### config.mk
export PLATFORM = sky130hd
export DESIGN_NAME = ipv4_top
export DESIGN_NICKNAME = d
export VERILOG_FILES = /design/src/design/ipv4_pkg.sv /design/src/design/ipv4_hdr_chsum.sv /design/src/design/ipv4_rx_parser.sv /design/src/design/ipv4_tx_framer.sv /design/src/design/ipv4_tx_arbiter.sv /design/src/design/ipv4_top.sv
export SDC_FILE = /design/constraint.sdc
export NUM_CORES = 1
export LEC_CHECK = 0
export ABC_AREA = 1
export BUFFER_PORTS_ARGS = -buffer_cell sky130_fd_sc_hd__buf_2
export CORE_AREA = 2 2 438 440
export DETAILED_ROUTE_END_ITERATION = 8
export DIE_AREA = 0 0 440 442
export SYNTH_ARGS = -nofsm -noshare
export SYNTH_HDL_FRONTEND = slang
export SYNTH_SLANG_ARGS = --single-unit
### constraint.sdc
create_clock -name clk -period 45.5 [get_ports clk]
set_input_delay 2.275 -clock clk [delete_from_list [all_inputs] [get_ports clk]]
set_output_delay 2.275 -clock clk [all_outputs]
set_load 0.005 [all_outputs]
### src/design/ipv4_pkg.sv
package ipv4_pkg;

  //////////////////////////////////////////////////////////////////////
  // Protocol constants
  //////////////////////////////////////////////////////////////////////

  localparam int          IPV4_HDR_LEN   = 20;       // No options supported
  localparam logic [15:0] ETHERTYPE_IPV4 = 16'h0800;

  typedef logic [31:0] ipv4_addr_t;
  typedef logic [47:0] mac_addr_t;

  localparam ipv4_addr_t IPV4_BROADCAST = 32'hffff_ffff;

  //////////////////////////////////////////////////////////////////////
  // Header and stream types
  //////////////////////////////////////////////////////////////////////

  // Fixed 20-byte header, fields in wire order
  typedef struct packed {
    logic [3:0]  ver;
    logic [3:0]  ihl;    // Header length in 32-bit words
    logic [7:0]  qos;
    logic [15:0] length; // Header plus payload in bytes
    logic [15:0] id;
    logic [1:0]  df;     // Upper bit is the reserved flag
    logic        mf;
    logic [12:0] fo;
    logic [7:0]  ttl;
    logic [7:0]  proto;
    logic [15:0] chsum;
    ipv4_addr_t  src_ip;
    ipv4_addr_t  dst_ip;
  } ipv4_hdr_t;

  typedef struct packed {
    logic [7:0] dat;
    logic       val;
    logic       sof;
    logic       eof;
    logic       err;
  } byte_stream_t;

  typedef struct packed {
    mac_addr_t  mac_addr;
    ipv4_addr_t ipv4_addr;
  } dev_t;

  // Ethernet header fields beside a MAC stream
  typedef struct packed {
    mac_addr_t   dst_mac;
    mac_addr_t   src_mac;
    logic [15:0] ethertype;
  } eth_meta_t;

  //////////////////////////////////////////////////////////////////////
  // Transmit source handshake
  //////////////////////////////////////////////////////////////////////

  typedef struct packed {
    logic      rdy;       // Held with a stable header until done
    logic      broadcast; // Skip ARP, send to all-ones MAC
    ipv4_hdr_t hdr;
  } src_offer_t;

  typedef struct packed {
    logic req;  // Send payload now
    logic busy;
    logic done;
  } src_ctrl_t;

  // FSM encodings
  typedef enum logic [1:0] {
    rx_idle,
    rx_hdr,
    rx_payload,
    rx_drop
  } rx_state_t;

  typedef enum logic [2:0] {
    tx_idle,
    tx_calc,
    tx_arp,
    tx_hdr,
    tx_payload,
    tx_done
  } tx_state_t;

endpackage

### src/design/ipv4_hdr_chsum.sv
module ipv4_hdr_chsum (
  input  logic                clk,
  input  logic                fsm_rst,
  input  logic                start,
  input  ipv4_pkg::ipv4_hdr_t hdr,
  output logic [15:0]         chsum,
  output logic                done
);

  localparam int N_WORDS = ipv4_pkg::IPV4_HDR_LEN / 2;

  ipv4_pkg::ipv4_hdr_t hdr_clr;
  logic [159:0]        words;    // Shifts one 16-bit word out per cycle
  logic [19:0]         acc;      // Room for ten word carries
  logic [16:0]         fold1;
  logic [15:0]         fold2;
  logic [3:0]          word_cnt;
  logic                run;

  // Checksum field counts as zero
  always_comb begin
    hdr_clr       = hdr;
    hdr_clr.chsum = '0;
  end

  assign fold1 = {1'b0, acc[15:0]} + {13'd0, acc[19:16]};
  assign fold2 = fold1[15:0] + {15'd0, fold1[16]};
  assign chsum = ~fold2;

  ///////////////////////////////////////////////////////////////////////
  // Sequencing
  ///////////////////////////////////////////////////////////////////////

  always_ff @(posedge clk) begin
    if (fsm_rst) begin
      run      <= 1'b0;
      done     <= 1'b0;
      word_cnt <= '0;
    end else begin
      done <= 1'b0;
      if (start) begin
        run      <= 1'b1;
        word_cnt <= '0;
      end else if (run) begin
        word_cnt <= word_cnt + 4'd1;
        if (word_cnt == 4'(N_WORDS - 1)) begin
          run  <= 1'b0;
          done <= 1'b1; // Single pulse, chsum holds after it
        end
      end
    end
  end

  always_ff @(posedge clk) begin
    if (start) begin
      words <= hdr_clr;
      acc   <= '0;
    end else if (run) begin
      acc   <= acc + {4'd0, words[159:144]};
      words <= {words[143:0], 16'd0};
    end
  end

endmodule

### src/design/ipv4_rx_parser.sv
module ipv4_rx_parser (
  input  logic                   clk,
  input  logic                   fsm_rst,
  input  ipv4_pkg::dev_t         dev,
  input  ipv4_pkg::byte_stream_t mac_rx,
  input  ipv4_pkg::eth_meta_t    mac_rx_meta,
  output ipv4_pkg::byte_stream_t ipv4_rx,
  output ipv4_pkg::ipv4_hdr_t    ipv4_rx_hdr
);

  ipv4_pkg::rx_state_t state;
  ipv4_pkg::ipv4_hdr_t hdr_sr;
  ipv4_pkg::ipv4_hdr_t hdr_next;
  logic [15:0]         byte_cnt;  // Index of the incoming byte within the packet
  logic [19:0]         sum;
  logic [7:0]          sum_hi;
  logic [16:0]         fold1;
  logic [15:0]         fold2;
  logic                err_seen;
  logic                hdr_bad;
  logic                addr_hit;
  logic                last_pay;

  assign hdr_next = {hdr_sr[151:0], mac_rx.dat};
  assign addr_hit = (hdr_next.dst_ip == dev.ipv4_addr) ||
                    (hdr_next.dst_ip == ipv4_pkg::IPV4_BROADCAST);

  // Fold carries back in, a good header sums to all ones
  assign fold1    = {1'b0, sum[15:0]} + {13'd0, sum[19:16]};
  assign fold2    = fold1[15:0] + {15'd0, fold1[16]};
  assign hdr_bad  = (fold2 != 16'hffff) || (ipv4_rx_hdr.ihl != 4'd5) || err_seen;
  assign last_pay = byte_cnt == ipv4_rx_hdr.length - 16'd1;

  always_ff @(posedge clk) begin
    ipv4_rx.dat <= mac_rx.dat; // One cycle through
    if (fsm_rst) begin
      state       <= ipv4_pkg::rx_idle;
      byte_cnt    <= '0;
      err_seen    <= 1'b0;
      ipv4_rx.val <= 1'b0;
      ipv4_rx.sof <= 1'b0;
      ipv4_rx.eof <= 1'b0;
      ipv4_rx.err <= 1'b0;
    end else begin
      ipv4_rx.val <= 1'b0;
      ipv4_rx.sof <= 1'b0;
      ipv4_rx.eof <= 1'b0;
      ipv4_rx.err <= 1'b0;
      case (state)
        ipv4_pkg::rx_idle: begin
          if (mac_rx.val && mac_rx.sof &&
              mac_rx_meta.ethertype == ipv4_pkg::ETHERTYPE_IPV4) begin
            hdr_sr   <= hdr_next;
            sum      <= '0;
            sum_hi   <= mac_rx.dat; // Byte 0 is a high byte
            byte_cnt <= 16'd1;
            err_seen <= mac_rx.err;
            state    <= ipv4_pkg::rx_hdr;
          end
        end
        ipv4_pkg::rx_hdr: begin
          if (mac_rx.val) begin
            hdr_sr   <= hdr_next;
            byte_cnt <= byte_cnt + 16'd1;
            err_seen <= err_seen | mac_rx.err;
            if (byte_cnt[0]) sum <= sum + {4'd0, sum_hi, mac_rx.dat};
            else sum_hi <= mac_rx.dat;
            if (mac_rx.eof) begin
              state <= ipv4_pkg::rx_idle; // Runt frame
            end else if (byte_cnt == 16'(ipv4_pkg::IPV4_HDR_LEN - 1)) begin
              ipv4_rx_hdr <= hdr_next;
              if (addr_hit && hdr_next.length > 16'(ipv4_pkg::IPV4_HDR_LEN))
                state <= ipv4_pkg::rx_payload;
              else
                state <= ipv4_pkg::rx_drop;
            end
          end
        end
        ipv4_pkg::rx_payload: begin
          if (mac_rx.val) begin
            byte_cnt    <= byte_cnt + 16'd1;
            ipv4_rx.val <= 1'b1;
            ipv4_rx.sof <= byte_cnt == 16'(ipv4_pkg::IPV4_HDR_LEN);
            if (last_pay || mac_rx.eof) begin
              ipv4_rx.eof <= 1'b1;
              // Short frame also counts as an error
              ipv4_rx.err <= hdr_bad || mac_rx.err || !last_pay;
              state       <= mac_rx.eof ? ipv4_pkg::rx_idle : ipv4_pkg::rx_drop;
            end
          end
        end
        ipv4_pkg::rx_drop: begin
          if (mac_rx.val && mac_rx.eof) state <= ipv4_pkg::rx_idle; // Padding or foreign
        end
        default: state <= ipv4_pkg::rx_idle;
      endcase
    end
  end

  a_rx_flags_need_val : assert property (@(posedge clk) disable iff (fsm_rst)
    (ipv4_rx.sof || ipv4_rx.eof) |-> ipv4_rx.val)
    else $error("ipv4_rx sof or eof without val");

  a_rx_hdr_stable : assert property (@(posedge clk) disable iff (fsm_rst)
    (ipv4_rx.val && !ipv4_rx.sof) |-> $stable(ipv4_rx_hdr))
    else $error("ipv4_rx_hdr changed inside a packet");

endmodule

### src/design/ipv4_tx_framer.sv
module ipv4_tx_framer (
  input  logic                   clk,
  input  logic                   fsm_rst,
  input  ipv4_pkg::dev_t         dev,
  input  ipv4_pkg::src_offer_t   offer,
  input  ipv4_pkg::byte_stream_t pay,
  output ipv4_pkg::src_ctrl_t    ctrl,
  output ipv4_pkg::byte_stream_t mac_tx,
  output ipv4_pkg::eth_meta_t    mac_tx_meta,
  output ipv4_pkg::ipv4_addr_t   arp_ipv4,
  input  ipv4_pkg::mac_addr_t    arp_mac,
  input  logic                   arp_val,
  input  logic                   arp_err
);

  ipv4_pkg::tx_state_t state;
  ipv4_pkg::ipv4_hdr_t hdr_q;      // Latched header, later shifted out
  ipv4_pkg::mac_addr_t dst_mac;
  logic [15:0]         chsum;
  logic                chsum_done;
  logic                chsum_start;
  logic                bcast;
  logic [4:0]          hdr_cnt;

  assign chsum_start = (state == ipv4_pkg::tx_idle) && offer.rdy;

  ipv4_hdr_chsum i_chsum (
    .clk     (clk),
    .fsm_rst (fsm_rst),
    .start   (chsum_start),
    .hdr     (offer.hdr),
    .chsum   (chsum),
    .done    (chsum_done)
  );

  assign mac_tx_meta = '{dst_mac: dst_mac, src_mac: dev.mac_addr,
                         ethertype: ipv4_pkg::ETHERTYPE_IPV4};

  always_ff @(posedge clk) begin
    if (fsm_rst) begin
      state      <= ipv4_pkg::tx_idle;
      ctrl       <= '0;
      hdr_cnt    <= '0;
      mac_tx.val <= 1'b0;
      mac_tx.sof <= 1'b0;
      mac_tx.eof <= 1'b0;
      mac_tx.err <= 1'b0;
    end else begin
      mac_tx.val <= 1'b0;
      mac_tx.sof <= 1'b0;
      mac_tx.eof <= 1'b0;
      mac_tx.err <= 1'b0;
      ctrl.done  <= 1'b0;
      case (state)
        ipv4_pkg::tx_idle: begin
          if (offer.rdy) begin
            hdr_q     <= offer.hdr;
            bcast     <= offer.broadcast;
            arp_ipv4  <= offer.hdr.dst_ip; // Lookup runs during the checksum
            ctrl.busy <= 1'b1;
            state     <= ipv4_pkg::tx_calc;
          end
        end
        ipv4_pkg::tx_calc: begin
          if (chsum_done) begin
            hdr_q.chsum <= chsum;
            state       <= ipv4_pkg::tx_arp;
          end
        end
        ipv4_pkg::tx_arp: begin
          hdr_cnt <= '0;
          if (bcast) begin
            dst_mac <= '1;
            state   <= ipv4_pkg::tx_hdr;
          end else if (arp_err) begin
            ctrl.done <= 1'b1; // Nothing goes out
            state     <= ipv4_pkg::tx_done;
          end else if (arp_val) begin
            dst_mac <= arp_mac;
            state   <= ipv4_pkg::tx_hdr;
          end
        end
        ipv4_pkg::tx_hdr: begin
          mac_tx.dat <= hdr_q[159:152];
          mac_tx.val <= 1'b1;
          mac_tx.sof <= hdr_cnt == 5'd0;
          hdr_q      <= {hdr_q[151:0], 8'd0};
          hdr_cnt    <= hdr_cnt + 5'd1;
          if (hdr_cnt == 5'(ipv4_pkg::IPV4_HDR_LEN - 1)) begin
            ctrl.req <= 1'b1; // Source starts its payload
            state    <= ipv4_pkg::tx_payload;
          end
        end
        ipv4_pkg::tx_payload: begin
          mac_tx.dat <= pay.dat;
          mac_tx.val <= pay.val;
          mac_tx.eof <= pay.val && pay.eof;
          mac_tx.err <= pay.val && pay.err;
          if (pay.val && pay.eof) begin
            ctrl.req  <= 1'b0;
            ctrl.done <= 1'b1;
            state     <= ipv4_pkg::tx_done;
          end
        end
        ipv4_pkg::tx_done: begin
          ctrl.busy <= 1'b0;
          state     <= ipv4_pkg::tx_idle;
        end
        default: state <= ipv4_pkg::tx_idle;
      endcase
    end
  end

  a_sof_in_hdr : assert property (@(posedge clk) disable iff (fsm_rst)
    mac_tx.sof |-> state == ipv4_pkg::tx_hdr)
    else $error("mac_tx sof outside header serialization");

endmodule

### src/design/ipv4_tx_arbiter.sv
module ipv4_tx_arbiter #(
  parameter int N_SRC = 3
) (
  input  logic                               clk,
  input  logic                               fsm_rst,
  input  ipv4_pkg::src_offer_t   [N_SRC-1:0] src_offer,
  input  ipv4_pkg::byte_stream_t [N_SRC-1:0] src_tx,
  output ipv4_pkg::src_ctrl_t    [N_SRC-1:0] src_ctrl,
  output ipv4_pkg::src_offer_t               offer,
  output ipv4_pkg::byte_stream_t             pay,
  input  ipv4_pkg::src_ctrl_t                ctrl
);

  localparam int SEL_W = (N_SRC > 1) ? $clog2(N_SRC) : 1;

  logic [N_SRC-1:0] rdy_vec;
  logic [N_SRC-1:0] rdy_lat;  // Frozen while a grant is active
  logic [N_SRC-1:0] gnt;
  logic [N_SRC-1:0] req_vec;
  logic [SEL_W-1:0] sel;
  logic             active;
  logic             cool;     // Finished source still shows rdy this cycle

  // Highest set bit wins
  always_comb begin
    sel = '0;
    for (int i = 0; i < N_SRC; i++) begin
      rdy_vec[i] = src_offer[i].rdy;
      req_vec[i] = src_ctrl[i].req;
      if (rdy_lat[i]) sel = SEL_W'(i);
    end
  end

  always_comb begin
    for (int i = 0; i < N_SRC; i++) gnt[i] = active && (sel == SEL_W'(i));
  end

  always_ff @(posedge clk) begin
    if (fsm_rst) begin
      active  <= 1'b0;
      cool    <= 1'b0;
      rdy_lat <= '0;
    end else begin
      cool <= ctrl.done;
      if (!active) begin
        rdy_lat <= rdy_vec;
        active  <= |rdy_vec && !cool;
      end else if (ctrl.done) begin
        active <= 1'b0;
      end
    end
  end

  ///////////////////////////////////////////////////////////////////////
  // Selected source toward the framer, control back to the source
  ///////////////////////////////////////////////////////////////////////

  always_ff @(posedge clk) begin
    offer.hdr       <= src_offer[sel].hdr;
    offer.broadcast <= src_offer[sel].broadcast;
    pay.dat         <= src_tx[sel].dat;
    if (fsm_rst) begin
      offer.rdy <= 1'b0;
      pay.val   <= 1'b0;
      pay.sof   <= 1'b0;
      pay.eof   <= 1'b0;
      pay.err   <= 1'b0;
      src_ctrl  <= '0;
    end else begin
      offer.rdy <= active && !ctrl.done && src_offer[sel].rdy;
      pay.val   <= active && src_tx[sel].val;
      pay.sof   <= active && src_tx[sel].sof;
      pay.eof   <= active && src_tx[sel].eof;
      pay.err   <= active && src_tx[sel].err;
      for (int i = 0; i < N_SRC; i++) src_ctrl[i] <= gnt[i] ? ctrl : '0;
    end
  end

  a_one_req : assert property (@(posedge clk) disable iff (fsm_rst)
    $onehot0(req_vec))
    else $error("more than one source sees req");

endmodule

### src/design/ipv4_top.sv
module ipv4_top #(
  parameter int N_SRC = 3
) (
  input  logic                               clk,
  input  logic                               fsm_rst,
  input  ipv4_pkg::dev_t                     dev,
  // Receive side
  input  ipv4_pkg::byte_stream_t             mac_rx,
  input  ipv4_pkg::eth_meta_t                mac_rx_meta,
  output ipv4_pkg::byte_stream_t             ipv4_rx,
  output ipv4_pkg::ipv4_hdr_t                ipv4_rx_hdr,
  // Transmit sources
  input  ipv4_pkg::src_offer_t   [N_SRC-1:0] src_offer,
  input  ipv4_pkg::byte_stream_t [N_SRC-1:0] src_tx,
  output ipv4_pkg::src_ctrl_t    [N_SRC-1:0] src_ctrl,
  // MAC transmit side
  output ipv4_pkg::byte_stream_t             mac_tx,
  output ipv4_pkg::eth_meta_t                mac_tx_meta,
  // ARP table
  output ipv4_pkg::ipv4_addr_t               arp_ipv4,
  input  ipv4_pkg::mac_addr_t                arp_mac,
  input  logic                               arp_val,
  input  logic                               arp_err
);

  ipv4_pkg::src_offer_t   arb_offer;
  ipv4_pkg::byte_stream_t arb_pay;
  ipv4_pkg::src_ctrl_t    tx_ctrl;

  ipv4_rx_parser i_rx_parser (
    .clk         (clk),
    .fsm_rst     (fsm_rst),
    .dev         (dev),
    .mac_rx      (mac_rx),
    .mac_rx_meta (mac_rx_meta),
    .ipv4_rx     (ipv4_rx),
    .ipv4_rx_hdr (ipv4_rx_hdr)
  );

  ipv4_tx_arbiter #(
    .N_SRC (N_SRC)
  ) i_tx_arbiter (
    .clk       (clk),
    .fsm_rst   (fsm_rst),
    .src_offer (src_offer),
    .src_tx    (src_tx),
    .src_ctrl  (src_ctrl),
    .offer     (arb_offer),
    .pay       (arb_pay),
    .ctrl      (tx_ctrl)
  );

  ipv4_tx_framer i_tx_framer (
    .clk         (clk),
    .fsm_rst     (fsm_rst),
    .dev         (dev),
    .offer       (arb_offer),
    .pay         (arb_pay),
    .ctrl        (tx_ctrl),
    .mac_tx      (mac_tx),
    .mac_tx_meta (mac_tx_meta),
    .arp_ipv4    (arp_ipv4),
    .arp_mac     (arp_mac),
    .arp_val     (arp_val),
    .arp_err     (arp_err)
  );

endmodule

==> flow_metrics.py, run 1 <==
metrics = {
    "setup_path": {
        "cp_slowest_cell": "buf_4",
        "crit_chain": "buf_2 > nor4_1 > nand3_1 > nand2_1 > o21ai_0 > a21oi_1 > nand2_1 > inv_6 > buf_4",
        "critical_path_class": "in2reg",
        "r2r_end": "i_rx_parser.ipv4_rx[0]$_SDFF_PP0_",
        "critPathLaunchType": "input pin",
        "cpPeakStageDelay_ns": 0.74,
        "r2r_cells": 23,
        "crit_top_cell": "nand2_1",
        "r2r_start": "i_rx_parser.sum[16]$_SDFFCE_PN0P_",
        "worst-endpoint-required_ns": 45.85,
        "endpoint": "i_rx_parser.hdr_next[8]$_DFFE_PP_",
        "crit_fanout": 95,
        "worst_ep_arrival_time_ns": 5.34,
        "startpoint": "mac_rx_meta[13]",
        "end_kind": "flop",
        "rrSetupSlack_ns": 41.77,
    },
    "clock_tree": {
        "cts.htree.levels": 3,
        "clock_insertion_delay_worst_skew_ns": 0.76,
        "cts_buffers": 112,
        "cts_root_buf": "clkbuf_16",
        "cts_tree": "built",
        "clock_sinks": 1007,
        "clockBufferDepth": 3,
        "path_clk_slew_ns": 0.06,
        "holdBufCountCts": 0,
        "post_cts_buffers": 0,
        "cts_resized": 0,
    },
    "global_route": {
        "grt_pass1_vias": 29279,
        "grt.overflow.total": 0,
        "grt_use_met3": 0.0333,
        "antenna_found_initial": 54,
        "grt_use_met1": 0.180,
        "top_usage_layer": "met2",
        "track_usage": 0.148,
        "grtUsageMet2": 0.252,
        "grt_max_degree": 220,
        "grt_pass1_wl_mm": 207,
    },
    "floorplan": {
        "core_mm2": 0.190,
        "row_count": 160,
        "die_w_um": 440,
        "ios": 1115,
        "start_util": 0.218,
        "fp.dieArea_mm2": 0.194,
        "die_h_um": 442,
    },
    "synth": {
        "synth.distinct_cells": 60,
        "postSynthCellCount": 3883,
        "syn_area_mm2": 0.0413,
        "synth_top_area_cell": "edfxtp_1",
        "yosys.area.top_type_share": 0.533,
        "avgSynthCellArea_um2": 10.6,
        "yosysSeqAreaShare": 0.666,
        "synth_edf_count": 733,
        "synth_area_leaders": "edfxtp_1, dfxtp_1, nand2_1",
        "synthFlopType": "edfxtp_1",
        "ys_ff_latch": 1007,
        "yosys_warnings": 0,
        "async_reset_ff_frac": 0,
    },
    "cells_and_area": {
        "fillCellCount": 19750,
        "area.growth.synth_to_final_pct": 26.7,
        "layout.nets": 5573,
        "drive_above_1_share": 0.250,
        "multi_input_area_mm2": 0.0115,
        "fin_util": 0.276,
        "seq_area_mm2": 0.0275,
    },
    "routing": {
        "num_vias": 31021,
        "drtIter0Drc": 2509,
        "drt_wl_total_mm": 150,
        "wl_per_cell_um": 20.4,
        "ant_nets": 0,
        "drc_errors": 0,
        "first_pass_iters": 6,
        "post_drt_via_cell_ratio": 4.21,
    },
    "power": {
        "irDropWorstVdd_mv": 0.0310,
        "powerDensity_mw_per_mm2": 48.4,
        "p_leak_nw": 20.9,
    },
    "placed_design": {
        "gp_congestion": 0.941,
        "dp_hpwl_mm": 114,
        "post-place-ws_ns": 39.66,
        "portBuffers": 903,
    },
    "outcome": {
        "status": "finished clean",
    },
    "timing": {
        "min_period_over_period": 0.110,
        "tightestPinTransition_ns": 1.11,
        "holdWs_ns": 0.404,
        "finalHoldViolations": 0,
        "relSlewSlack": 0.256,
        "setup_viol": 0,
        "fmax_mhz": 200,
        "tns_ns": 0,
        "min_period_ns": 4.99,
        "slew_violations": 0,
        "skew_ns": 0.0453,
        "rsz0062_at_grt": "no",
        "finalWorstSetupSlack_ns": 40.51,
    },
    "worst_hold_path": {
        "hold_class": "reg2reg",
        "min_path_cells": 0,
    },
    "job": {
        "cap_violations": 0,
    },
}
how the worst min path moves through the flow:
stage                                                   start  slack, ns                                      to
after global routing           i_tx_arbiter.offer[15]$_DFF_P_       0.42      i_tx_framer.arp_ipv4[15]$_DFFE_PP_
final                          i_tx_arbiter.offer[19]$_DFF_P_       0.40      i_tx_framer.arp_ipv4[19]$_DFFE_PP_
after global placement    i_rx_parser.hdr_next[154]$_DFFE_PP_       0.40  i_rx_parser.ipv4_rx_hdr[154]$_DFFE_PP_
after floorplan               i_tx_arbiter.offer[160]$_DFF_P_       0.39             i_tx_framer.bcast$_DFFE_PP_
after CTS                      i_tx_arbiter.offer[19]$_DFF_P_       0.41      i_tx_framer.arp_ipv4[19]$_DFFE_PP_
after detailed placement  i_rx_parser.hdr_next[158]$_DFFE_PP_       0.40  i_rx_parser.ipv4_rx_hdr[158]$_DFFE_PP_
area by class of cell:
class | count | area share
Sequential cell | 1007 | 0.525
Antenna cell | 14 | 0.000669
Multi-Input combinational cell | 2322 | 0.220
Inverter | 360 | 0.0260
Clock inverter | 73 | 0.0186
Timing Repair Buffer | 932 | 0.0912
Clock buffer | 141 | 0.0577
Tap cell | 2511 | 0.0600
sequential cells by signal (all words and copies together) (netlist names), 8 cells and up:
register / count
i_rx_parser.byte_cnt: 16
i_rx_parser.sum: 20
i_tx_arbiter.offer: 162
i_tx_framer.i_chsum.words: 160
i_tx_framer.hdr_q: 160
i_rx_parser.hdr_next: 152
i_rx_parser.ipv4_rx_hdr: 160
i_tx_arbiter.pay: 11
i_tx_framer.arp_ipv4: 32
i_tx_framer.mac_tx: 12
i_rx_parser.ipv4_rx: 12
i_tx_framer.i_chsum.acc: 20
i_tx_arbiter.src_ctrl: 9
i_rx_parser.sum_hi: 8
i_tx_framer.dst_mac: 48
cells in the mapped netlist (22+ instances only):
cell type	n
o21ai_0	325
nand2_1	1052
nand4_1	39
nand3_1	201
edfxtp_1	733
ha_1	56
or2_2	52
buf_4	65
nor2_1	185
xnor2_1	46
nor3_1	37
dfxtp_1	274
clkbuf_1	106
buf_2	22
inv_1	355
a22oi_1	96
a21oi_1	75
stage by stage:
stage | power (W) | cells | instance area (µm²)
after floorplan | 0.00141 | 3897 | 41400
after global placement | 0.00157 | 7132 | 48300
after detailed placement | 0.00158 | 7132 | 48300
after CTS | 0.00257 | 7346 | 52300
after global routing | 0.00265 | 7354 | 52300
final | 0.00253 | 7360 | 52300
report_power, final:
group / internal, W / switching (W) / leakage [nW]
Sequential: 0.00111 / 0.0000571 / 8.98
Clock: 0.000574 / 0.000403 / 1.93
Combinational: 0.000120 / 0.000273 / 10.0
placed cells by master (no fill, tap or decap), types with 14 or more instances in the layout:
master / count
conb_1: 16
nand3_1: 201
clkinv_1: 14
a22oi_1: 96
inv_1: 353
xor2_1: 19
a21oi_1: 74
o21ai_0: 322
nor3_1: 37
edfxtp_1: 733
ha_1: 56
xnor2_1: 46
nor2_1: 181
nand2_1: 1050
bufinv_16: 17
diode_2: 14
or2_2: 52
nand4_1: 39
clkbuf_16: 112
clkbuf_1: 18
buf_4: 26
dfxtp_1: 273
buf_2: 903
metal layers:
metal	wire [µm]	vias up
li1	-	14827
met1	60500	14687
met2	73600	1255
met3	10600	238
met4	5320	14
met5	138	-
critical path: cells and delay by family:
family	cells	cell delay [ns]
buffers and inverters	3	1.46
AND/OR/NAND/NOR	4	1.17
AO/OA/AOI/OAI	2	0.30
cells by family after synthesis:
| logic type | after synthesis | share of synthesized area |
|---|---|---|
| AO/OA/AOI/OAI | 557 | 0.0773 |
| flip-flops | 1007 | 0.666 |
| buffers and inverters | 568 | 0.0582 |
| other | 2 | 0.000182 |
| AND/OR/NAND/NOR | 1623 | 0.166 |
| XOR/XNOR | 66 | 0.0142 |
| adder cells (fa/ha/maj) | 60 | 0.0189 |
Power figures use the tool's default switching activity.
==> run 2: changes to the inputs <==
==> constraint.sdc (replaced) <==
create_clock -name clk -period 5.1 [get_ports clk]
set_input_delay 0.255 -clock clk [delete_from_list [all_inputs] [get_ports clk]]
set_output_delay 0.255 -clock clk [all_outputs]
set_load 0.005 [all_outputs]
==> flow_metrics.py, run 2 (synthesis results as in run 1) <==
metrics = {
    "outcome": {
        "status": "finished clean",
    },
    "cells_and_area": {
        "layout_common_cells": "nand2_1, buf_2, edfxtp_1",
        "largest_register": "i_tx_arbiter.offer",
        "final_common_cell": "nand2_1",
        "area.growth.synth_to_final_pct": 36.9,
        "fin_util": 0.298,
        "final_cells": 7772,
        "largest_reg_flops": 162,
        "final_area_mm2": 0.0565,
        "seq_area_mm2": 0.0275,
        "multi_input_area_mm2": 0.0116,
        "fillCellCount": 19427,
        "drive_above_1_share": 0.232,
        "layout.nets": 5994,
    },
    "global_route": {
        "grt_max_degree": 204,
        "grt_pass1_wl_mm": 214,
        "grt_pass1_vias": 32269,
        "antenna_found_initial": 37,
        "grt.overflow.total": 0,
        "track_usage": 0.150,
    },
    "setup_path": {
        "cpPeakStageDelay_ns": 0.88,
        "crit_fanout": 60,
        "end_kind": "flop",
        "worst_ep_arrival_time_ns": 4.33,
        "critical_path_class": "reg2reg",
        "cp_slowest_cell": "nor2_4",
        "crit_chain": "nor2_4 > buf_12 > buf_4 > a22oi_1 > dlygate4sd3_1 > nand2_1 > dlygate4sd3_1",
        "crit_top_cell": "dlygate4sd3_1",
        "worst-endpoint-required_ns": 5.79,
        "critPathLaunchType": "flop",
    },
    "power": {
        "clkPwrFrac": 0.370,
        "p_total_w": 0.0230,
        "p_sw_w": 0.00661,
        "irDropWorstVdd_mv": 0.276,
        "p_leak_nw": 22.7,
        "swShare": 0.288,
        "powerDensity_mw_per_mm2": 406,
        "combPwrFrac": 0.177,
        "seqPwrFrac": 0.452,
        "power.internal_w": 0.0164,
    },
    "routing": {
        "num_vias": 32799,
        "wl_per_cell_um": 19.5,
        "first_pass_iters": 6,
        "post_drt_via_cell_ratio": 4.22,
        "drtIter0Drc": 2572,
        "drt_wl_total_mm": 152,
        "drc_errors": 0,
        "ant_nets": 0,
    },
    "clock_tree": {
        "clock_sinks": 1007,
        "path_clk_slew_ns": 0.07,
        "clock_insertion_delay_worst_skew_ns": 0.76,
        "cts_buffers": 110,
        "clockBufferDepth": 3,
        "cts_tree": "built",
        "cts_root_buf": "clkbuf_16",
        "post_cts_buffers": 0,
        "cts.htree.levels": 3,
    },
    "placed_design": {
        "placed_area_mm2": 0.0484,
        "gp_congestion": 0.985,
        "placed_cells": 7138,
        "portBuffers": 903,
        "dp_hpwl_mm": 113,
    },
    "timing": {
        "setup_viol": 0,
        "finalHoldViolations": 0,
        "skew_ns": 0.0448,
        "tightestPinTransition_ns": 1.06,
        "slew_violations": 0,
        "min_period_over_period": 0.714,
        "rsz0062_at_grt": "no",
        "min_period_ns": 3.64,
        "fmax_mhz": 275,
        "relSlewSlack": 0.288,
    },
    "worst_hold_path": {
        "hold_class": "in2reg",
    },
    "floorplan": {
        "row_count": 160,
        "die_w_um": 440,
        "ios": 1115,
        "core_mm2": 0.190,
        "die_h_um": 442,
        "start_util": 0.218,
        "fp.dieArea_mm2": 0.194,
    },
    "job": {
        "cap_violations": 0,
    },
}
==> run 2: cell count changes in the layout (fill, tap and decap cells not counted), moves of 3 or more <==
cell	before	now
clkinvlp_4	7	4
diode_2	14	8
inv_1	353	350
clkinv_4	9	4
inv_2	2	5
inv_6	9	14
buf_12	3	7
clkbuf_1	18	21
clkbuf_8	11	4
clkinv_16	3	6
dlygate4sd3_1	0	417
clkinv_2	13	19
==> run 2: through the flow <==
step	hold slack, ns	worst slack [ns]	TNS [ns]
after floorplan	0.283	-1.37	-219.92
after global placement	0.402	1.56	0
after detailed placement	0.405	1.57	0
after CTS	0.00623	1.50	0
after global routing	0.0526	1.10	0
final	0.0223	1.46	0
==> run 2: worst paths after layout <==
kind | from | cells past startpoint | slack, ns | end
worst max-delay path | i_tx_arbiter.rdy_lat[2]$_SDFFE_PP0N_ | 7 | 1.46 | i_tx_arbiter.offer[123]$_DFF_P_
worst min-delay path | src_tx[0] | 5 | 0.02 | i_tx_arbiter.pay[0]$_SDFF_PP0_
worst max register to register | i_tx_arbiter.rdy_lat[2]$_SDFFE_PP0N_ | 7 | 1.46 | i_tx_arbiter.offer[123]$_DFF_P_
worst min register to register | i_tx_arbiter.pay[0]$_SDFF_PP0_ | 2 | 0.42 | i_tx_framer.mac_tx[0]$_SDFF_PP0_
==> run 2: cell type report <==
cell class,instances,area share
diodes,8,0.000354
clock buffers,136,0.0515
flip-flops and latches,1007,0.486
well taps,2511,0.0556
multi-input cells,2322,0.205
repair buffers,1355,0.160
inverters,360,0.0240
clock inverters,73,0.0175
==> run 2: critical path: cells and delay by family (launching register included) <==
family                 cells  cell delay, ns
AND/OR/NAND/NOR            2            0.99
AO/OA/AOI/OAI              1            0.10
flip-flops                 1            0.55
buffers and inverters      4            1.87
==> run 2: repair_timing <==
item,CTS,global route
hold endpoints to repair,263,0
hold buffers,417,0
gates resized for setup,0,0
==> run 2: metal layers <==
metal | share of wire | track usage
met5 | 0.00042 | 0.00223
met4 | 0.028 | 0.0471
met3 | 0.065 | 0.0310
met2 | 0.50 | 0.263
met1 | 0.40 | 0.182
==> run 2: power groups by stage <==
stage	registers (W)	clock network, W	logic (W)
after detailed placement	0.0106	0	0.00355
after global routing	0.0105	0.00901	0.00453
after CTS	0.0104	0.00875	0.00410
after global placement	0.0106	0	0.00350
after floorplan	0.0103	0	0.00220
final	0.0104	0.00851	0.00407
